### config.mk
export PLATFORM = sky130hd
export DESIGN_NAME = robot_spi_top
export DESIGN_NICKNAME = d
export VERILOG_FILES = /design/src/source/robot_cmd_pkg.sv /design/src/source/spi_link_pkg.sv /design/src/source/btn_cmd_stepper.sv /design/src/source/cmd_frame_builder.sv /design/src/source/spi_byte_master.sv /design/src/source/robot_spi_top.sv
export SDC_FILE = /design/constraint.sdc
export NUM_CORES = 1
export LEC_CHECK = 0
export ABC_AREA = 1
export BUFFER_PORTS_ARGS = -buffer_cell sky130_fd_sc_hd__clkbuf_2
export CAP_MARGIN = 20
export CORE_MARGIN = 4
export CORE_UTILIZATION = 40
export DETAILED_ROUTE_END_ITERATION = 10
export SLEW_MARGIN = 40
export SYNTH_ARGS = -nofsm -noshare
export SYNTH_HDL_FRONTEND = slang
export SYNTH_SLANG_ARGS = --single-unit
### constraint.sdc
create_clock -name rst -period 6.8 [get_ports rst]
set_input_delay 0 -clock rst [delete_from_list [all_inputs] [get_ports rst]]
set_output_delay 0 -clock rst [all_outputs]
set_load 0.05 [all_outputs]
### src/source/robot_cmd_pkg.sv
// ------------------------------
// robot command opcodes, field widths,
// step sizes and wrap limits
// ------------------------------
`default_nettype none

package robot_cmd_pkg;

  // opcode byte sent first in every frame
  typedef enum logic [3:0] {
    // reserved, a press here only moves the selector
    CMD_PWM_LEFT   = 4'd0,
    CMD_PWM_RGHT   = 4'd1,
    CMD_DPS_LIMIT  = 4'd2,
    CMD_DPS_LEFT   = 4'd3,
    CMD_DPS_RGHT   = 4'd4,
    CMD_EYE_LEFT   = 4'd5,
    CMD_EYE_RGHT   = 4'd6,
    CMD_BLINK_LEFT = 4'd7,
    CMD_BLINK_RGHT = 4'd8,
    CMD_SERVO_1    = 4'd9,
    CMD_SERVO_2    = 4'd10
  } cmd_e;

  // field widths
  localparam int DPS_W   = 16;
  localparam int RGB_W   = 24;
  localparam int SERVO_W = 10;

  // selector start, reserved opcodes skipped
  localparam cmd_e CMD_FIRST = CMD_DPS_LEFT;

  // wheel speed in degrees per second
  localparam logic [DPS_W-1:0] DPS_LEFT_STEP = 16'd32;
  localparam logic [DPS_W-1:0] DPS_RGHT_STEP = 16'd400;
  localparam logic [DPS_W-1:0] DPS_LIMIT     = 16'd900;
  // negative speed once the right wheel wraps
  localparam logic [DPS_W-1:0] DPS_RGHT_WRAP = 16'h8000;

  // per channel colour step and clear limits
  localparam logic [7:0] RGB_STEP    = 8'd32;
  localparam logic [7:0] EYE_LIMIT   = 8'd64;
  localparam logic [7:0] BLINK_LIMIT = 8'd128;

  // servo position, -500 and +500 are the end stops
  localparam logic signed [SERVO_W-1:0] SERVO_STEP  = 10'sd32;
  localparam logic signed [SERVO_W-1:0] SERVO_LIMIT = 10'sd480;
  localparam logic signed [SERVO_W-1:0] SERVO_START = 10'sd500;

endpackage

`default_nettype wire

### src/source/spi_link_pkg.sv
// ------------------------------
// spi divider, frame byte counts, master states
// ------------------------------
`default_nettype none

package spi_link_pkg;

  // system clocks per half sclk period
  localparam int SPI_HALF_DIV = 4;
  localparam int HALF_CNT_W   = $clog2(SPI_HALF_DIV);

  // longest payload is one rgb colour
  localparam int PAYLOAD_MAX = 3;
  localparam int PAYLOAD_W   = PAYLOAD_MAX * 8;
  localparam int CNT_W       = $clog2(PAYLOAD_MAX + 1);

  // payload bytes after the opcode byte
  localparam logic [CNT_W-1:0] PAYLOAD_BYTES_DPS   = 2'd2;
  localparam logic [CNT_W-1:0] PAYLOAD_BYTES_RGB   = 2'd3;
  localparam logic [CNT_W-1:0] PAYLOAD_BYTES_SERVO = 2'd2;
  // servo goes out sign extended to this width
  localparam int SERVO_TX_W = 16;

  typedef enum logic [1:0] {
    IDLE,
    SETUP,
    SHIFT,
    HOLD
  } spi_state_e;

endpackage

`default_nettype wire

### src/source/btn_cmd_stepper.sv
// ------------------------------
// button sync, press detect, command
// selector and robot setting registers
// ------------------------------
`timescale 1ns/100ps
`default_nettype none

module btn_cmd_stepper (
  input  wire                                     rst,
  input  wire                                     clk,
  input  wire                                     btn2_i,
  input  wire                                     busy_i,
  output logic                                    upd_o,
  output robot_cmd_pkg::cmd_e                     upd_cmd_o,
  output logic [robot_cmd_pkg::DPS_W-1:0]         dps_left_o,
  output logic [robot_cmd_pkg::DPS_W-1:0]         dps_rght_o,
  output logic [robot_cmd_pkg::RGB_W-1:0]         eye_left_o,
  output logic [robot_cmd_pkg::RGB_W-1:0]         eye_rght_o,
  output logic [robot_cmd_pkg::RGB_W-1:0]         blink_left_o,
  output logic [robot_cmd_pkg::RGB_W-1:0]         blink_rght_o,
  output logic signed [robot_cmd_pkg::SERVO_W-1:0] servo_1_o,
  output logic signed [robot_cmd_pkg::SERVO_W-1:0] servo_2_o
);

  // two sync stages plus one for edge detect
  logic btn_s1_q;
  logic btn_s2_q;
  logic btn_d_q;
  logic press;
  robot_cmd_pkg::cmd_e sel_q;

  always_ff @(posedge rst or posedge clk) begin
    if (clk) begin
      btn_s1_q <= 1'b0;
      btn_s2_q <= 1'b0;
      btn_d_q  <= 1'b0;
    end else begin
      btn_s1_q <= btn2_i;
      btn_s2_q <= btn_s1_q;
      btn_d_q  <= btn_s2_q;
    end
  end

  // presses during a frame are dropped, not queued
  assign press = btn_s2_q & ~btn_d_q & ~busy_i;

  // selector walks all opcodes, reserved ones too
  always_ff @(posedge rst or posedge clk) begin
    if (clk) begin
      sel_q <= robot_cmd_pkg::CMD_FIRST;
    end else if (press) begin
      if (sel_q == robot_cmd_pkg::CMD_SERVO_2) begin
        sel_q <= robot_cmd_pkg::CMD_PWM_LEFT;
      end else begin
        sel_q <= robot_cmd_pkg::cmd_e'(sel_q + 4'd1);
      end
    end
  end

  // field update, each rule looks at the value before the press
  always_ff @(posedge rst or posedge clk) begin
    if (clk) begin
      upd_o        <= 1'b0;
      upd_cmd_o    <= robot_cmd_pkg::CMD_FIRST;
      dps_left_o   <= '0;
      dps_rght_o   <= '0;
      eye_left_o   <= '0;
      eye_rght_o   <= '0;
      blink_left_o <= '0;
      blink_rght_o <= '0;
      servo_1_o    <= '0;
      servo_2_o    <= '0;
    end else begin
      upd_o <= 1'b0;
      if (press) begin
        upd_cmd_o <= sel_q;
        upd_o     <= 1'b1;
        case (sel_q)
          robot_cmd_pkg::CMD_DPS_LEFT: begin
            if (dps_left_o >= robot_cmd_pkg::DPS_LIMIT) begin
              dps_left_o <= '0;
            end else begin
              dps_left_o <= dps_left_o + robot_cmd_pkg::DPS_LEFT_STEP;
            end
          end
          robot_cmd_pkg::CMD_DPS_RGHT: begin
            // unsigned compare, 0x8000 counts as large
            if (dps_rght_o >= robot_cmd_pkg::DPS_LIMIT) begin
              dps_rght_o <= robot_cmd_pkg::DPS_RGHT_WRAP;
            end else begin
              dps_rght_o <= dps_rght_o + robot_cmd_pkg::DPS_RGHT_STEP;
            end
          end
          robot_cmd_pkg::CMD_EYE_LEFT: begin
            // blue byte
            if (eye_left_o[7:0] >= robot_cmd_pkg::EYE_LIMIT) begin
              eye_left_o <= '0;
            end else begin
              eye_left_o[7:0] <= eye_left_o[7:0] + robot_cmd_pkg::RGB_STEP;
            end
          end
          robot_cmd_pkg::CMD_EYE_RGHT: begin
            // green byte
            if (eye_rght_o[15:8] >= robot_cmd_pkg::EYE_LIMIT) begin
              eye_rght_o <= '0;
            end else begin
              eye_rght_o[15:8] <= eye_rght_o[15:8] + robot_cmd_pkg::RGB_STEP;
            end
          end
          robot_cmd_pkg::CMD_BLINK_LEFT: begin
            // red byte
            if (blink_left_o[23:16] >= robot_cmd_pkg::BLINK_LIMIT) begin
              blink_left_o <= '0;
            end else begin
              blink_left_o[23:16] <= blink_left_o[23:16] + robot_cmd_pkg::RGB_STEP;
            end
          end
          robot_cmd_pkg::CMD_BLINK_RGHT: begin
            // blue decides, all three channels step together
            if (blink_rght_o[7:0] >= robot_cmd_pkg::BLINK_LIMIT) begin
              blink_rght_o <= '0;
            end else begin
              blink_rght_o[7:0]   <= blink_rght_o[7:0] + robot_cmd_pkg::RGB_STEP;
              blink_rght_o[15:8]  <= blink_rght_o[15:8] + robot_cmd_pkg::RGB_STEP;
              blink_rght_o[23:16] <= blink_rght_o[23:16] + robot_cmd_pkg::RGB_STEP;
            end
          end
          robot_cmd_pkg::CMD_SERVO_1: begin
            // sweeps upward, jumps to the lower stop
            if (servo_1_o >= robot_cmd_pkg::SERVO_LIMIT) begin
              servo_1_o <= -robot_cmd_pkg::SERVO_START;
            end else begin
              servo_1_o <= servo_1_o + robot_cmd_pkg::SERVO_STEP;
            end
          end
          robot_cmd_pkg::CMD_SERVO_2: begin
            // sweeps downward, jumps to the upper stop
            if (servo_2_o <= -robot_cmd_pkg::SERVO_LIMIT) begin
              servo_2_o <= robot_cmd_pkg::SERVO_START;
            end else begin
              servo_2_o <= servo_2_o - robot_cmd_pkg::SERVO_STEP;
            end
          end
          robot_cmd_pkg::CMD_PWM_LEFT,
          robot_cmd_pkg::CMD_PWM_RGHT,
          robot_cmd_pkg::CMD_DPS_LIMIT: begin
            // reserved, no frame
            upd_o <= 1'b0;
          end
          default: begin
            upd_o <= 1'b0;
          end
        endcase
      end
    end
  end

  // a new frame may only start once the builder is idle again
  a_no_upd_when_busy: assert property (
    @(posedge rst) disable iff (clk) upd_o |-> !busy_i
  );

endmodule

`default_nettype wire

### src/source/cmd_frame_builder.sv
// ------------------------------
// frame byte sequencing, link status
// ------------------------------
`timescale 1ns/100ps
`default_nettype none

module cmd_frame_builder (
  input  wire                                     rst,
  input  wire                                     clk,
  input  wire                                     upd_i,
  input  wire robot_cmd_pkg::cmd_e                upd_cmd_i,
  input  wire [robot_cmd_pkg::DPS_W-1:0]          dps_left_i,
  input  wire [robot_cmd_pkg::DPS_W-1:0]          dps_rght_i,
  input  wire [robot_cmd_pkg::RGB_W-1:0]          eye_left_i,
  input  wire [robot_cmd_pkg::RGB_W-1:0]          eye_rght_i,
  input  wire [robot_cmd_pkg::RGB_W-1:0]          blink_left_i,
  input  wire [robot_cmd_pkg::RGB_W-1:0]          blink_rght_i,
  input  wire signed [robot_cmd_pkg::SERVO_W-1:0] servo_1_i,
  input  wire signed [robot_cmd_pkg::SERVO_W-1:0] servo_2_i,
  input  wire                                     byte_done_i,
  input  wire [7:0]                               rx_byte_i,
  input  wire                                     frame_end_i,
  output logic                                    busy_o,
  output logic                                    tx_start_o,
  output logic [7:0]                              tx_byte_o,
  output logic                                    tx_last_o,
  output logic                                    rpi_running_o,
  output logic [7:0]                              status_o
);

  logic [spi_link_pkg::PAYLOAD_W-1:0]          snap;
  logic [spi_link_pkg::CNT_W-1:0]              snap_len;
  logic signed [spi_link_pkg::SERVO_TX_W-1:0]  srv_1_ext;
  logic signed [spi_link_pkg::SERVO_TX_W-1:0]  srv_2_ext;
  logic [spi_link_pkg::PAYLOAD_W-1:0]          pay_q;
  logic [spi_link_pkg::CNT_W-1:0]              left_q;

  // pick the changed field, msb first, left aligned in the payload
  always_comb begin
    // signed to signed, so the assignment sign extends
    srv_1_ext = servo_1_i;
    srv_2_ext = servo_2_i;
    snap      = '0;
    snap_len  = spi_link_pkg::PAYLOAD_BYTES_DPS;
    case (upd_cmd_i)
      robot_cmd_pkg::CMD_DPS_LEFT:   snap = {dps_left_i, 8'h00};
      robot_cmd_pkg::CMD_DPS_RGHT:   snap = {dps_rght_i, 8'h00};
      robot_cmd_pkg::CMD_EYE_LEFT: begin
        snap     = eye_left_i;
        snap_len = spi_link_pkg::PAYLOAD_BYTES_RGB;
      end
      robot_cmd_pkg::CMD_EYE_RGHT: begin
        snap     = eye_rght_i;
        snap_len = spi_link_pkg::PAYLOAD_BYTES_RGB;
      end
      robot_cmd_pkg::CMD_BLINK_LEFT: begin
        snap     = blink_left_i;
        snap_len = spi_link_pkg::PAYLOAD_BYTES_RGB;
      end
      robot_cmd_pkg::CMD_BLINK_RGHT: begin
        snap     = blink_rght_i;
        snap_len = spi_link_pkg::PAYLOAD_BYTES_RGB;
      end
      robot_cmd_pkg::CMD_SERVO_1: begin
        snap     = {srv_1_ext, 8'h00};
        snap_len = spi_link_pkg::PAYLOAD_BYTES_SERVO;
      end
      robot_cmd_pkg::CMD_SERVO_2: begin
        snap     = {srv_2_ext, 8'h00};
        snap_len = spi_link_pkg::PAYLOAD_BYTES_SERVO;
      end
      default: snap = '0;
    endcase
  end

  always_ff @(posedge rst or posedge clk) begin
    if (clk) begin
      busy_o        <= 1'b0;
      tx_start_o    <= 1'b0;
      tx_byte_o     <= '0;
      tx_last_o     <= 1'b0;
      rpi_running_o <= 1'b0;
      status_o      <= '0;
      pay_q         <= '0;
      left_q        <= '0;
    end else begin
      tx_start_o <= 1'b0;
      if (upd_i) begin
        // opcode byte goes first
        busy_o     <= 1'b1;
        tx_start_o <= 1'b1;
        tx_byte_o  <= {4'h0, upd_cmd_i};
        tx_last_o  <= 1'b0;
        pay_q      <= snap;
        left_q     <= snap_len;
      end else if (byte_done_i && left_q != '0) begin
        // next payload byte, ready before the master loads it
        tx_byte_o <= pay_q[spi_link_pkg::PAYLOAD_W-1 -: 8];
        pay_q     <= pay_q << 8;
        left_q    <= left_q - 1'b1;
        tx_last_o <= (left_q == 1);
      end
      // reply byte clocked in with the final byte
      if (byte_done_i && tx_last_o) begin
        status_o <= rx_byte_i;
      end
      if (frame_end_i) begin
        busy_o        <= 1'b0;
        rpi_running_o <= 1'b1;
      end
    end
  end

  // the master only finishes bytes of a frame this block opened
  a_done_in_frame: assert property (
    @(posedge rst) disable iff (clk) byte_done_i |-> busy_o
  );

endmodule

`default_nettype wire

### src/source/spi_byte_master.sv
// ------------------------------
// spi mode 0 byte master
// ------------------------------
`timescale 1ns/100ps
`default_nettype none

module spi_byte_master (
  input  wire        rst,
  input  wire        clk,
  input  wire        tx_start_i,
  input  wire  [7:0] tx_byte_i,
  input  wire        tx_last_i,
  input  wire        miso_i,
  output logic       sclk_o,
  output logic       mosi_o,
  output logic       spi_ss_n_o,
  output logic       byte_done_o,
  output logic [7:0] rx_byte_o,
  output logic       frame_end_o
);

  spi_link_pkg::spi_state_e             state_q;
  logic [spi_link_pkg::HALF_CNT_W-1:0]  div_q;
  logic [2:0]                           bit_q;
  logic [7:0]                           tx_sh_q;
  logic [7:0]                           rx_sh_q;
  logic                                 last_q;
  logic                                 ld_q;
  logic                                 half_end;

  // end of a half sclk period
  assign half_end = (div_q == spi_link_pkg::SPI_HALF_DIV - 1);

  always_ff @(posedge rst or posedge clk) begin
    if (clk) begin
      state_q     <= spi_link_pkg::IDLE;
      div_q       <= '0;
      bit_q       <= '0;
      tx_sh_q     <= '0;
      rx_sh_q     <= '0;
      last_q      <= 1'b0;
      ld_q        <= 1'b0;
      sclk_o      <= 1'b0;
      mosi_o      <= 1'b0;
      spi_ss_n_o  <= 1'b1;
      byte_done_o <= 1'b0;
      rx_byte_o   <= '0;
      frame_end_o <= 1'b0;
    end else begin
      byte_done_o <= 1'b0;
      frame_end_o <= 1'b0;
      // builder has the next byte ready one cycle after byte_done
      ld_q <= byte_done_o && (state_q == spi_link_pkg::SHIFT);
      if (state_q == spi_link_pkg::IDLE || half_end) begin
        div_q <= '0;
      end else begin
        div_q <= div_q + 1'b1;
      end
      case (state_q)
        spi_link_pkg::IDLE: begin
          if (tx_start_i) begin
            // msb on the line before the first rise
            spi_ss_n_o <= 1'b0;
            tx_sh_q    <= tx_byte_i;
            mosi_o     <= tx_byte_i[7];
            last_q     <= tx_last_i;
            bit_q      <= '0;
            state_q    <= spi_link_pkg::SETUP;
          end
        end
        spi_link_pkg::SETUP: begin
          // first rise, first miso sample
          if (half_end) begin
            sclk_o  <= 1'b1;
            rx_sh_q <= {rx_sh_q[6:0], miso_i};
            state_q <= spi_link_pkg::SHIFT;
          end
        end
        spi_link_pkg::SHIFT: begin
          if (ld_q) begin
            tx_sh_q <= tx_byte_i;
            mosi_o  <= tx_byte_i[7];
            last_q  <= tx_last_i;
          end
          if (half_end) begin
            sclk_o <= ~sclk_o;
            if (!sclk_o) begin
              // rising edge, sample
              rx_sh_q <= {rx_sh_q[6:0], miso_i};
            end else begin
              // falling edge, shift
              bit_q <= bit_q + 1'b1;
              if (bit_q == 3'd7) begin
                byte_done_o <= 1'b1;
                rx_byte_o   <= rx_sh_q;
                if (last_q) begin
                  mosi_o  <= 1'b0;
                  state_q <= spi_link_pkg::HOLD;
                end
              end else begin
                tx_sh_q <= {tx_sh_q[6:0], 1'b0};
                mosi_o  <= tx_sh_q[6];
              end
            end
          end
        end
        spi_link_pkg::HOLD: begin
          // ss stays low one more half period
          if (half_end) begin
            spi_ss_n_o  <= 1'b1;
            frame_end_o <= 1'b1;
            state_q     <= spi_link_pkg::IDLE;
          end
        end
        default: state_q <= spi_link_pkg::IDLE;
      endcase
    end
  end

  // no clock toggles outside a frame
  a_sclk_idle_low: assert property (
    @(posedge rst) disable iff (clk) spi_ss_n_o |-> !sclk_o
  );

endmodule

`default_nettype wire

### src/source/robot_spi_top.sv
// ------------------------------
// button to spi command link top
// ------------------------------
`timescale 1ns/100ps
`default_nettype none

module robot_spi_top (
  input  wire        rst,
  input  wire        clk,
  input  wire        btn2_i,
  input  wire        miso_i,
  output wire        sclk_o,
  output wire        mosi_o,
  output wire        spi_ss_n_o,
  output wire        rpi_running_o,
  output wire  [7:0] status_o
);

  // stepper to builder
  wire                                     upd;
  wire robot_cmd_pkg::cmd_e                upd_cmd;
  wire [robot_cmd_pkg::DPS_W-1:0]          dps_left;
  wire [robot_cmd_pkg::DPS_W-1:0]          dps_rght;
  wire [robot_cmd_pkg::RGB_W-1:0]          eye_left;
  wire [robot_cmd_pkg::RGB_W-1:0]          eye_rght;
  wire [robot_cmd_pkg::RGB_W-1:0]          blink_left;
  wire [robot_cmd_pkg::RGB_W-1:0]          blink_rght;
  wire signed [robot_cmd_pkg::SERVO_W-1:0] servo_1;
  wire signed [robot_cmd_pkg::SERVO_W-1:0] servo_2;
  // back pressure
  wire                                     busy;
  // builder and master
  wire                                     tx_start;
  wire [7:0]                               tx_byte;
  wire                                     tx_last;
  wire                                     byte_done;
  wire [7:0]                               rx_byte;
  wire                                     frame_end;

  btn_cmd_stepper btn_cmd_stepper_inst (
    .rst          (rst),
    .clk          (clk),
    .btn2_i       (btn2_i),
    .busy_i       (busy),
    .upd_o        (upd),
    .upd_cmd_o    (upd_cmd),
    .dps_left_o   (dps_left),
    .dps_rght_o   (dps_rght),
    .eye_left_o   (eye_left),
    .eye_rght_o   (eye_rght),
    .blink_left_o (blink_left),
    .blink_rght_o (blink_rght),
    .servo_1_o    (servo_1),
    .servo_2_o    (servo_2)
  );

  cmd_frame_builder cmd_frame_builder_inst (
    .rst           (rst),
    .clk           (clk),
    .upd_i         (upd),
    .upd_cmd_i     (upd_cmd),
    .dps_left_i    (dps_left),
    .dps_rght_i    (dps_rght),
    .eye_left_i    (eye_left),
    .eye_rght_i    (eye_rght),
    .blink_left_i  (blink_left),
    .blink_rght_i  (blink_rght),
    .servo_1_i     (servo_1),
    .servo_2_i     (servo_2),
    .byte_done_i   (byte_done),
    .rx_byte_i     (rx_byte),
    .frame_end_i   (frame_end),
    .busy_o        (busy),
    .tx_start_o    (tx_start),
    .tx_byte_o     (tx_byte),
    .tx_last_o     (tx_last),
    .rpi_running_o (rpi_running_o),
    .status_o      (status_o)
  );

  spi_byte_master spi_byte_master_inst (
    .rst         (rst),
    .clk         (clk),
    .tx_start_i  (tx_start),
    .tx_byte_i   (tx_byte),
    .tx_last_i   (tx_last),
    .miso_i      (miso_i),
    .sclk_o      (sclk_o),
    .mosi_o      (mosi_o),
    .spi_ss_n_o  (spi_ss_n_o),
    .byte_done_o (byte_done),
    .rx_byte_o   (rx_byte),
    .frame_end_o (frame_end)
  );

endmodule

`default_nettype wire

==> flow_summary.yaml, run 1 <==
synthesis:
  ffs_w_async_s_r_synth_pct: 100
  ys.flop_type: "sky130_fd_sc_hd__dfrtp_1"
  syn-cell-area_sq_mm: 0.00684
  ys_seq_elements: 143
  synthDistinctLibCells: 42
  ys_seq_area_share_pct: 52.4
  syn_area_cell_sq_um: 8.50
  post_synth_main_area_contributors: "sky130_fd_sc_hd__dfrtp_1 (50%), sky130_fd_sc_hd__nand2_1 (8.6%), sky130_fd_sc_hd__o21ai_0 (5.9%)"
  post-synth-top-area-cell: "sky130_fd_sc_hd__dfrtp_1"
  post-synth-top-area-fraction_pct: 50.5
  mappedNetlistNets: 830
  synth_enable_flop_cells: 0
  yosysWarningCount: 0
  synthesis.instances: 805
timing:
  finalCritPeriodShare_pct: 30.0
  fin_crit_ns: 2.04
  totalNegativeSetupSlack_ns: 0
  final.setup.worst_slack_ns: 4.76
  report.final.hold_viol_count: 0
  rsz_0062_raised_after_global_routing: "false"
  max_freq_mhz: 490
  worst_pin_slew_ns: 0.683
  finalSetupViolations: 0
  fin_worst_skew_ns: 0.0125
  slew-limit-headroom_pct: 54.2
  number_of_slew_limit_violations_in_the_final_report: 0
global_routing:
  track_usage_pct: 15.3
  global_route.overflow_total: 0
  grt_pass1_wl_um: 24200
  number_of_antenna_violations_at_the_first_check_in_global_routing: 0
  via_count_of_the_first_global_routing_pass: 4871
  largest_net_degree_at_the_start_of_global_routing: 75
worst_setup_path:
  critPathCaptureType: "flip-flop"
  critical_path_peak_fanout: 12
  crit_chain: "nor2_1 -> nand2_1 -> inv_1 -> nand2_1 -> inv_2 -> o21ai_0 -> o21ai_0 -> inv_1"
  cp_slowest_cell: "sky130_fd_sc_hd__dfrtp_1"
  r2r_slack_ns: 4.76
  max_stage_delay_ns: 0.38
  r2r_end: "btn_cmd_stepper_inst.dps_rght_o[10]"
  reg2reg_from: "cmd_frame_builder_inst.busy_o"
  cp-start-kind: "flip-flop"
  cp_data_arrival_time_ns: 2.36
  worst_r2r_path_depth: 8
  crit_type: "flip-flop to flip-flop"
  required_ns: 7.12
power:
  power.switching_fraction_pct: 38.1
  p_per_area_mw_per_mm2: 384
  power.clock.fraction_pct: 30.0
  sequentialPowerShare_pct: 42.0
  vdd_drop_max_mv: 0.222
  comb_power_share_pct: 28.0
  switchingPower_mw: 1.12
  intPower_mw: 1.82
  power.static_leakage_nw: 3.71
layout:
  layout_commonest_cell: "sky130_fd_sc_hd__nand2_1"
  multi_input_gate_area_in_the_final_layout_sq_mm: 0.00270
  layout.area.seq_sq_mm: 0.00358
  flow.area_growth_from_synthesis_pct: 12.1
  antenna-diode-count: 0
  filler_cell_count: 1627
  layout.cells.most_common_list: "sky130_fd_sc_hd__nand2_1 (157), sky130_fd_sc_hd__dfrtp_1 (138), sky130_fd_sc_hd__inv_1 (101)"
  drive_gt1_share_pct: 10.8
  final_net_count: 849
clock_network:
  cts_root_buf: "sky130_fd_sc_hd__clkbuf_16"
  clk_pin_slew_worst_paths_ns: 0.06
  cts-htree-levels: 4
  numClockSinks: 143
  worst_skew_pair.late_latency_ns: 0.43
  cts_tree: "done"
  cts-resized-gates: 0
  cts_inserted_buffers: 17
  ctsLongestPathBuffers: 2
route:
  viasPerCell: 4.83
  initialDrtViolationCount: 283
  vias: 5109
  wire_per_inst_um: 13.1
  detailedRoute.firstPassIterationCount: 5
  count_of_unresolved_drc_violations_after_routing: 0
  postRouteAntennaNets: 0
  finalWirelength_um: 13800
floorplanning:
  design.portCount: 16
  dieHeight_um: 139
  floorplan.rows: 47
  initial_utilization_pct: 41.0
  overall_die_area_sq_mm: 0.0193
  core_area_sq_mm: 0.0167
  die-width_um: 139
outcome:
  status: "finished, final reports clean"
placement:
  port_buffers: 15
  finalWeightedCongestion: 0.791
  total_half_perimeter_wirelength_after_legalization_and_detailed_placement_um: 9750
  pre_cts_slack_ns: 4.43
min_path:
  hold_path_class: "input pin to async pin"
flow_run:
  drv.max_cap_violation_count: 0
flip-flops by register name, summed over array words and instances (netlist names), 7 cells and up:
register	count
btn_cmd_stepper_inst.dps_left_o	11
spi_byte_master_inst.rx_sh_q	8
spi_byte_master_inst.rx_byte_o	8
cmd_frame_builder_inst.pay_q	19
cmd_frame_builder_inst.status_o	8
cmd_frame_builder_inst.tx_byte_o	8
btn_cmd_stepper_inst.blink_rght_o	9
btn_cmd_stepper_inst.dps_rght_o	12
spi_byte_master_inst.tx_sh_q	7
what timing repair did:
| item | CTS | global route |
|---|---|---|
| hold buffers | 3 | 0 |
| buffers inserted | 0 | 0 |
| hold endpoints to repair | 74 | 0 |
worst max-delay path by stage:
| stage | startpoint | to |
|---|---|---|
| 5_1_grt | cmd_frame_builder_inst.busy_o | btn_cmd_stepper_inst.dps_rght_o[10] |
| 6_report | cmd_frame_builder_inst.busy_o | btn_cmd_stepper_inst.dps_rght_o[10] |
| 2_1_floorplan | clk | btn_cmd_stepper_inst.blink_left_o[21] |
| 3_3_place_gp | cmd_frame_builder_inst.left_q[0] | cmd_frame_builder_inst.left_q[0] |
| 4_1_cts | cmd_frame_builder_inst.left_q[0] | cmd_frame_builder_inst.left_q[0] |
| 3_5_place_dp | cmd_frame_builder_inst.left_q[0] | cmd_frame_builder_inst.left_q[0] |
layout make-up:
cell class,instances,area share [%]
well taps,220,3.59
clock buffers,18,5.73
repair buffers,20,1.62
clock inverters,14,1.60
flip-flops and latches,143,46.8
multi-input cells,533,35.3
inverters,109,5.43
power by group through the flow:
| stage | clock, mW | sequential [mW] | combinational [mW] |
|---|---|---|---|
| after floorplan | 0 | 1.25 | 0.652 |
| final | 0.882 | 1.24 | 0.823 |
| after global placement | 0 | 1.25 | 0.814 |
| after global routing | 0.947 | 1.26 | 0.965 |
| after detailed placement | 0 | 1.25 | 0.827 |
| after CTS | 0.906 | 1.24 | 0.836 |
synthesized netlist by cell type, types with 3 or more instances:
cell	count
sky130_fd_sc_hd__a21oi_1	41
sky130_fd_sc_hd__a22o_1	3
sky130_fd_sc_hd__a31oi_1	3
sky130_fd_sc_hd__buf_2	4
sky130_fd_sc_hd__buf_4	5
sky130_fd_sc_hd__buf_6	4
sky130_fd_sc_hd__clkbuf_1	5
sky130_fd_sc_hd__dfrtp_1	138
sky130_fd_sc_hd__dfstp_2	5
sky130_fd_sc_hd__ha_1	21
sky130_fd_sc_hd__inv_1	102
sky130_fd_sc_hd__inv_2	6
sky130_fd_sc_hd__nand2_1	157
sky130_fd_sc_hd__nand2_2	3
sky130_fd_sc_hd__nand3_1	54
sky130_fd_sc_hd__nand4_1	4
sky130_fd_sc_hd__nor2_1	98
sky130_fd_sc_hd__nor2_2	7
sky130_fd_sc_hd__nor2_4	3
sky130_fd_sc_hd__nor3_1	5
sky130_fd_sc_hd__nor3_2	3
sky130_fd_sc_hd__o21ai_0	80
sky130_fd_sc_hd__o21ai_1	6
sky130_fd_sc_hd__o21ai_2	5
sky130_fd_sc_hd__o22ai_1	14
sky130_fd_sc_hd__xor2_1	7
logic make-up after synthesis:
| family | synth area share [%] |
|---|---|
| XOR/XNOR | 1.02 |
| adder cells (fa/ha/maj) | 3.84 |
| multiplexers | 0.293 |
| flip-flops | 52.4 |
| buffers and inverters | 8.12 |
| AO/OA/AOI/OAI | 12.5 |
| AND/OR/NAND/NOR | 21.8 |
metal layers:
| layer | track usage, % | share of wire [%] | vias up |
|---|---|---|---|
| met5 | 0 | 0 | - |
| met1 | 21.6 | 49 | 2385 |
| met2 | 23.2 | 46 | 59 |
| met3 | 3.55 | 3.3 | 11 |
| li1 | - | - | 2654 |
| met4 | 5.77 | 1.0 | 0 |
worst max-delay path, delay by kind of cell, from the launching register on:
family                 cells  cell delay, ns
AO/OA/AOI/OAI              2            0.33
AND/OR/NAND/NOR            3            0.59
buffers and inverters      3            0.64
flip-flops                 1            0.38
through the flow:
step / cells / hold WS [ns] / area [sq um] / power, mW / util (%)
2_1_floorplan: 805 / 0.0314 / 6840 / 1.90 / -
3_3_place_gp: 1022 / 0.109 / 7070 / 2.07 / 42.3
3_5_place_dp: 1022 / 0.110 / 7070 / 2.08 / 42.3
4_1_cts: 1057 / 0.192 / 7660 / 2.98 / 45.9
5_1_grt: 1057 / 0.210 / 7670 / 3.18 / 45.9
6_report: 1057 / 0.214 / 7670 / 2.94 / 45.9
No activity file was read; power rests on OpenSTA's default activity.
==> run 2, diff against run 1 <==
--- a/config.mk
+++ b/config.mk
@@ -5,7 +5,7 @@
 export SDC_FILE = /design/constraint.sdc
 export NUM_CORES = 1
 export LEC_CHECK = 0
-export ABC_AREA = 1
+export ABC_AREA = 0
 export BUFFER_PORTS_ARGS = -buffer_cell sky130_fd_sc_hd__clkbuf_2
 export CAP_MARGIN = 20
 export CORE_MARGIN = 4
==> constraint.sdc (replaced) <==
create_clock -name rst -period 2 [get_ports rst]
set_input_delay 0 -clock rst [delete_from_list [all_inputs] [get_ports rst]]
set_output_delay 0 -clock rst [all_outputs]
set_load 0.05 [all_outputs]
==> run 2 against run 1 <==
Worst hold slack worse by 0.15 ns. Critical path type unchanged. Wire length increased by 15%. Clock skew decreased by 0.0034 ns. Sequential power increased to 3.6 times the previous value. Cell count decreased by 8.9%. Non-clock buffer count increased by 32. Clock-buffer cell count shrank 1. Critical path depth decreased by 3. Highest routed layer unchanged. Synthesized cell count down 15%. Sequential cell count is the same.
==> flow_summary.yaml, run 2 <==
layout:
  final_net_count: 750
  filler_cell_count: 1613
  layout.area.seq_sq_mm: 0.00358
  flow.area_growth_from_synthesis_pct: 16.1
  antenna-diode-count: 0
  layout.cells.most_common_list: "sky130_fd_sc_hd__dfrtp_1 (138), sky130_fd_sc_hd__nand2_1 (64), sky130_fd_sc_hd__a21oi_1 (43)"
  layout_commonest_cell: "sky130_fd_sc_hd__dfrtp_1"
  fin_cells: 963
  registers.top_by_ff_count: "cmd_frame_builder_inst.pay_q"
  multi_input_gate_area_in_the_final_layout_sq_mm: 0.00331
  reg.largest.list: "cmd_frame_builder_inst.pay_q (19), btn_cmd_stepper_inst.dps_rght_o (12), btn_cmd_stepper_inst.dps_left_o (11)"
  stdcell_area_sq_mm: 0.00830
  largest_register_ffs: 19
  drive_gt1_share_pct: 20.1
route:
  initialDrtViolationCount: 311
  viasPerCell: 5.51
  finalWirelength_um: 15900
  vias: 5302
  postRouteAntennaNets: 0
  count_of_unresolved_drc_violations_after_routing: 0
  detailedRoute.firstPassIterationCount: 5
  wire_per_inst_um: 16.5
power:
  power.static_leakage_nw: 3.70
  switchingPower_mw: 3.89
  intPower_mw: 7.16
  p_per_area_mw_per_mm2: 1330
  total_power_mw: 11.1
  power.clock.fraction_pct: 28.4
  vdd_drop_max_mv: 0.773
  power.switching_fraction_pct: 35.2
  sequentialPowerShare_pct: 40.0
  comb_power_share_pct: 31.5
timing:
  totalNegativeSetupSlack_ns: 0
  worst_pin_slew_ns: 0.589
  report.final.hold_viol_count: 0
  holdWs_ns: 0.0603
  rsz_0062_raised_after_global_routing: "false"
  slew-limit-headroom_pct: 60.6
  fin_worst_skew_ns: 0.00909
  finalCritPeriodShare_pct: 95.0
  max_freq_mhz: 527
  fin_crit_ns: 1.90
  finalSetupViolations: 0
  number_of_slew_limit_violations_in_the_final_report: 0
floorplanning:
  design.portCount: 16
  overall_die_area_sq_mm: 0.0201
  core_area_sq_mm: 0.0174
  dieHeight_um: 142
  die-width_um: 142
  initial_utilization_pct: 41.1
  floorplan.rows: 48
synthesis:
  ys_seq_area_share_pct: 50.1
  ys_seq_elements: 143
  mappedNetlistNets: 711
  post_synth_main_area_contributors: "sky130_fd_sc_hd__dfrtp_1 (48%), sky130_fd_sc_hd__mux2_2 (4.9%), sky130_fd_sc_hd__ha_1 (3.7%)"
  synthMostInstantiatedCell: "sky130_fd_sc_hd__dfrtp_1"
  syn-cell-area_sq_mm: 0.00715
  ffs_w_async_s_r_synth_pct: 100
  synthDistinctLibCells: 72
  synth_enable_flop_cells: 0
  synthesis.instances: 686
  yosysWarningCount: 0
  ys.flop_type: "sky130_fd_sc_hd__dfrtp_1"
  post-synth-top-area-cell: "sky130_fd_sc_hd__dfrtp_1"
  post-synth-top-area-fraction_pct: 48.3
  synth.top_cells.by_count: "sky130_fd_sc_hd__dfrtp_1 (138), sky130_fd_sc_hd__nand2_1 (64), sky130_fd_sc_hd__a21oi_1 (44), sky130_fd_sc_hd__nor2_1 (38), sky130_fd_sc_hd__o21ai_0 (38)"
  syn_area_cell_sq_um: 10.4
global_routing:
  number_of_antenna_violations_at_the_first_check_in_global_routing: 0
  global_route.overflow_total: 0
  track_usage_pct: 16.3
  via_count_of_the_first_global_routing_pass: 5231
  grt_pass1_wl_um: 26300
  largest_net_degree_at_the_start_of_global_routing: 52
placement:
  dpl.cell_count: 928
  placed_cell_areas_sq_mm: 0.00767
  finalWeightedCongestion: 0.849
  total_half_perimeter_wirelength_after_legalization_and_detailed_placement_um: 11500
  port_buffers: 15
worst_setup_path:
  max_stage_delay_ns: 0.41
  critPathLaunch: "spi_byte_master_inst.state_q[0]"
  r2r_end: "spi_byte_master_inst.rx_sh_q[0]"
  cp-start-kind: "flip-flop"
  critical_path_peak_fanout: 8
  reg2reg_from: "spi_byte_master_inst.state_q[0]"
  critPathCaptureType: "flip-flop"
  required_ns: 2.30
  cp_slowest_cell: "sky130_fd_sc_hd__dfrtp_1"
  worst_r2r_path_depth: 5
  cp_data_arrival_time_ns: 2.20
  crit_chain: "inv_1 -> ha_1 -> a21boi_0 -> o21ai_2 -> mux2_2"
  crit_type: "flip-flop to flip-flop"
  r2r_slack_ns: 0.10
clock_network:
  cts_inserted_buffers: 17
  clk_pin_slew_worst_paths_ns: 0.06
  cts_post_setup_buffers_inserted: 0
  cts_root_buf: "sky130_fd_sc_hd__clkbuf_16"
  cts-htree-levels: 4
  ctsLongestPathBuffers: 2
  worst_skew_pair.late_latency_ns: 0.42
  cts_tree: "done"
  numClockSinks: 143
outcome:
  status: "finished, final reports clean"
flow_run:
  drv.max_cap_violation_count: 0
min_path:
  hold_path_class: "input pin to async pin"
==> run 2: changes by cell type after synthesis, moves of 31 or more <==
cell                      previous run  this run
sky130_fd_sc_hd__mux2_2              0        31
sky130_fd_sc_hd__nand3_1            54        17
sky130_fd_sc_hd__nor2_1             98        38
sky130_fd_sc_hd__o21ai_0            80        38
sky130_fd_sc_hd__inv_1             102        30
sky130_fd_sc_hd__nand2_1           157        64
==> run 2: metal layers <==
layer | share of wire, % | up-vias | global-route usage (%)
met5 | 0 | - | 0
met4 | 1.6 | 0 | 4.75
met3 | 4.2 | 20 | 4.04
met2 | 48 | 83 | 26.4
met1 | 46 | 2642 | 21.6
li1 | - | 2557 | -
==> run 2: cell type report <==
| cell class | instances | area share, % |
|---|---|---|
| Sequential cell | 143 | 43.2 |
| Multi-Input combinational cell | 481 | 39.8 |
| Clock buffer | 17 | 5.13 |
| Timing Repair Buffer | 52 | 5.10 |
| Tap cell | 225 | 3.39 |
| Clock inverter | 15 | 1.96 |
| Inverter | 30 | 1.40 |
==> run 2: logic make-up (layout without fill, tap and decap cells) <==
logic type	after synthesis	in the layout	share of synthesized area, %
AO/OA/AOI/OAI	172	172	16.0
AND/OR/NAND/NOR	234	234	18.5
buffers and inverters	62	114	3.78
multiplexers	46	46	6.98
flip-flops	143	143	50.1
adder cells (fa/ha/maj)	21	21	3.67
XOR/XNOR	8	8	0.980
==> run 2: stage by stage <==
stage	util, %	setup slack, ns
floorplan	-	0.213
global route	47.7	0.00481
global placement	44.0	0.118
CTS	47.6	0.0764
detailed placement	44.0	0.102
finish	47.7	0.101
==> run 2: repair_timing <==
action                     in CTS  in global routing
resized for setup               0                  3
hold endpoints to repair      141                  0
hold buffers                    3                  0
setup endpoints to repair       0                  8
==> run 2: worst max path at each step <==
stage / slack (ns) / cells past startpoint / end
finish: 0.10 / 5 / spi_byte_master_inst.rx_sh_q[0]
global route: 0.005 / 5 / spi_byte_master_inst.rx_sh_q[1]
CTS: 0.08 / 4 / btn_cmd_stepper_inst.eye_rght_o[15]
detailed placement: 0.10 / 5 / cmd_frame_builder_inst.pay_q[16]
global placement: 0.12 / 5 / cmd_frame_builder_inst.pay_q[16]
floorplan: 0.21 / 1 / btn_cmd_stepper_inst.blink_left_o[21]
==> run 2: worst max-delay path, delay by kind of cell, from the launching register on <==
| kind | cells | cell delay [ns] |
|---|---|---|
| fa+ha+maj | 1 | 0.29 |
| buf+inv | 1 | 0.14 |
| compound gates | 2 | 0.56 |
| flops | 1 | 0.41 |
| mux | 1 | 0.39 |
==> run 2: power groups by stage <==
stage	Clock, mW	Combinational [mW]	Sequential (mW)
after global routing	3.34	3.84	4.54
after global placement	0	3.33	4.43
after floorplan	0	2.62	4.21
after CTS	3.20	3.48	4.42
after detailed placement	0	3.45	4.46
final	3.14	3.49	4.42
==> run 3, diff against run 2 <==
==> constraint.sdc (replaced) <==
create_clock -name rst -period 2 [get_ports rst]
set_input_delay 0 -clock rst [delete_from_list [all_inputs] [get_ports rst]]
set_output_delay 0 -clock rst [all_outputs]
set_load 0.1 [all_outputs]
==> run 3 against run 2 <==
Sequential power rose by 1%. Clock power barely moved. Via count fell by 0.81%. Worst hold slack improved by 0.12 ns. Global-route usage rose by 0.14 points. Non-clock buffer count fell by 4. Highest routed layer unchanged. Critical endpoint is now spi_byte_master_inst.rx_sh_q[1]. Die area did not move.
==> flow_summary.yaml, run 3 (synthesis results as in run 2) <==
outcome:
  status: "finished, final reports clean"
worst_setup_path:
  required_ns: 2.30
  cp-start-kind: "flip-flop"
  r2r_end: "spi_byte_master_inst.rx_sh_q[1]"
  worst_r2r_path_depth: 6
  crit_type: "flip-flop to flip-flop"
  critPathCaptureType: "flip-flop"
  reg2reg_from: "spi_byte_master_inst.state_q[0]"
  critical_path_peak_fanout: 8
  r2r_slack_ns: 0.11
  cp_data_arrival_time_ns: 2.19
global_routing:
  grt_pass1_wl_um: 26600
  largest_net_degree_at_the_start_of_global_routing: 39
  grt.met3_usage_pct: 4.08
  met1_usage_in_global_routing_pct: 21.9
  global_route.overflow_total: 0
  track_usage_pct: 16.4
  gr-max-usage-layer: "met2"
  grt.met2_usage_pct: 26.6
  via_count_of_the_first_global_routing_pass: 5283
  number_of_antenna_violations_at_the_first_check_in_global_routing: 0
floorplanning:
  floorplan.rows: 48
  design.portCount: 16
  core_area_sq_mm: 0.0174
  die-width_um: 142
  initial_utilization_pct: 41.1
  dieHeight_um: 142
  overall_die_area_sq_mm: 0.0201
layout:
  fin_cells: 959
  layout.cells.most_common_list: "sky130_fd_sc_hd__dfrtp_1 (137), sky130_fd_sc_hd__nand2_1 (64), sky130_fd_sc_hd__a21oi_1 (43)"
  fin_util_pct: 47.6
  flow.area_growth_from_synthesis_pct: 15.9
  drive_gt1_share_pct: 20.2
  registers.top_by_ff_count: "cmd_frame_builder_inst.pay_q"
  largest_register_ffs: 19
  final_net_count: 746
  layout_commonest_cell: "sky130_fd_sc_hd__dfrtp_1"
  antenna-diode-count: 0
  reg.largest.list: "cmd_frame_builder_inst.pay_q (19), btn_cmd_stepper_inst.dps_rght_o (12), btn_cmd_stepper_inst.dps_left_o (11)"
placement:
  dpl.cell_count: 924
  pre_cts_slack_ns: 0.0759
  finalWeightedCongestion: 0.828
  total_half_perimeter_wirelength_after_legalization_and_detailed_placement_um: 11400
  port_buffers: 15
clock_network:
  cts_tree: "done"
  cts_post_setup_buffers_inserted: 0
  clk_pin_slew_worst_paths_ns: 0.07
  cts-htree-levels: 4
  cts_inserted_buffers: 17
  numClockSinks: 143
  cts_root_buf: "sky130_fd_sc_hd__clkbuf_16"
  worst_skew_pair.late_latency_ns: 0.42
  ctsLongestPathBuffers: 2
route:
  postRouteAntennaNets: 0
  vias: 5259
  finalWirelength_um: 15700
  viasPerCell: 5.48
  count_of_unresolved_drc_violations_after_routing: 0
  wire_per_inst_um: 16.4
  detailedRoute.firstPassIterationCount: 5
  initialDrtViolationCount: 324
timing:
  fin_crit_ns: 1.89
  finalCritPeriodShare_pct: 94.3
  totalNegativeSetupSlack_ns: 0
  rsz_0062_raised_after_global_routing: "false"
  final.setup.worst_slack_ns: 0.114
  fin_worst_skew_ns: 0.0108
  max_freq_mhz: 530
  report.final.hold_viol_count: 0
  slew-limit-headroom_pct: 62.2
  worst_pin_slew_ns: 0.566
  number_of_slew_limit_violations_in_the_final_report: 0
  finalSetupViolations: 0
power:
  vdd_drop_max_mv: 0.894
  total_power_mw: 11.1
  p_per_area_mw_per_mm2: 1340
  power.static_leakage_nw: 3.70
flow_run:
  drv.max_cap_violation_count: 0
min_path:
  hold_path_class: "input pin to async pin"
-- run 3: cell type report --
cell class                 instances  area, sq um
inverter                          30          116
timing repair buffer              48          380
fill                            1604         9130
multi-input combinational        481         3330
sequential                       143         3590
tap                              225          282
clock buffer                      17          425
clock inverter                    15          168
-- run 3: repair_timing --
action / in CTS / in global routing
hold buffers: 3 / 0
endpoints found under the setup margin: 0 / 20
endpoints found under the hold margin: 19 / 0
gates resized for setup: 0 / 7
-- run 3: through the flow --
stage	instance area, sq um	hold WS [ns]
floorplan	7160	0.0314
global placement	7630	0.0748
detailed placement	7630	0.0801
CTS	8250	0.187
global route	8290	0.222
finish	8290	0.182
-- run 3: critical path: stages, from the launching register on --
cell	delay (ns)
sky130_fd_sc_hd__dfrtp_1	0.41
sky130_fd_sc_hd__inv_1	0.13
sky130_fd_sc_hd__ha_1	0.35
sky130_fd_sc_hd__a21boi_0	0.17
sky130_fd_sc_hd__o21ai_2	0.16
sky130_fd_sc_hd__buf_4	0.19
sky130_fd_sc_hd__mux2_2	0.34
-- run 3: worst max path at each step --
stage	from	end
after floorplan	clk	spi_byte_master_inst.sclk_o
after global placement	spi_byte_master_inst.state_q[0]	spi_byte_master_inst.tx_sh_q[5]
after detailed placement	spi_byte_master_inst.state_q[0]	spi_byte_master_inst.rx_byte_o[2]
after CTS	spi_byte_master_inst.state_q[1]	spi_byte_master_inst.tx_sh_q[6]
after global routing	cmd_frame_builder_inst.busy_o	btn_cmd_stepper_inst.dps_rght_o[9]
final	spi_byte_master_inst.state_q[0]	spi_byte_master_inst.rx_sh_q[1]
-- run 3: routing by layer --
layer / part of all wire [%] / up-vias
li1: - / 2557
met1: 48 / 2602
met2: 48 / 81
met3: 3.2 / 19
met4: 1.6 / 0
met5: 0 / -
-- run 3: power by group --
part | switching [mW] | internal (mW)
clock | 1.38 | 1.78
combinational | 1.88 | 1.60
sequential | 0.820 | 3.66
total | 4.08 | 7.04
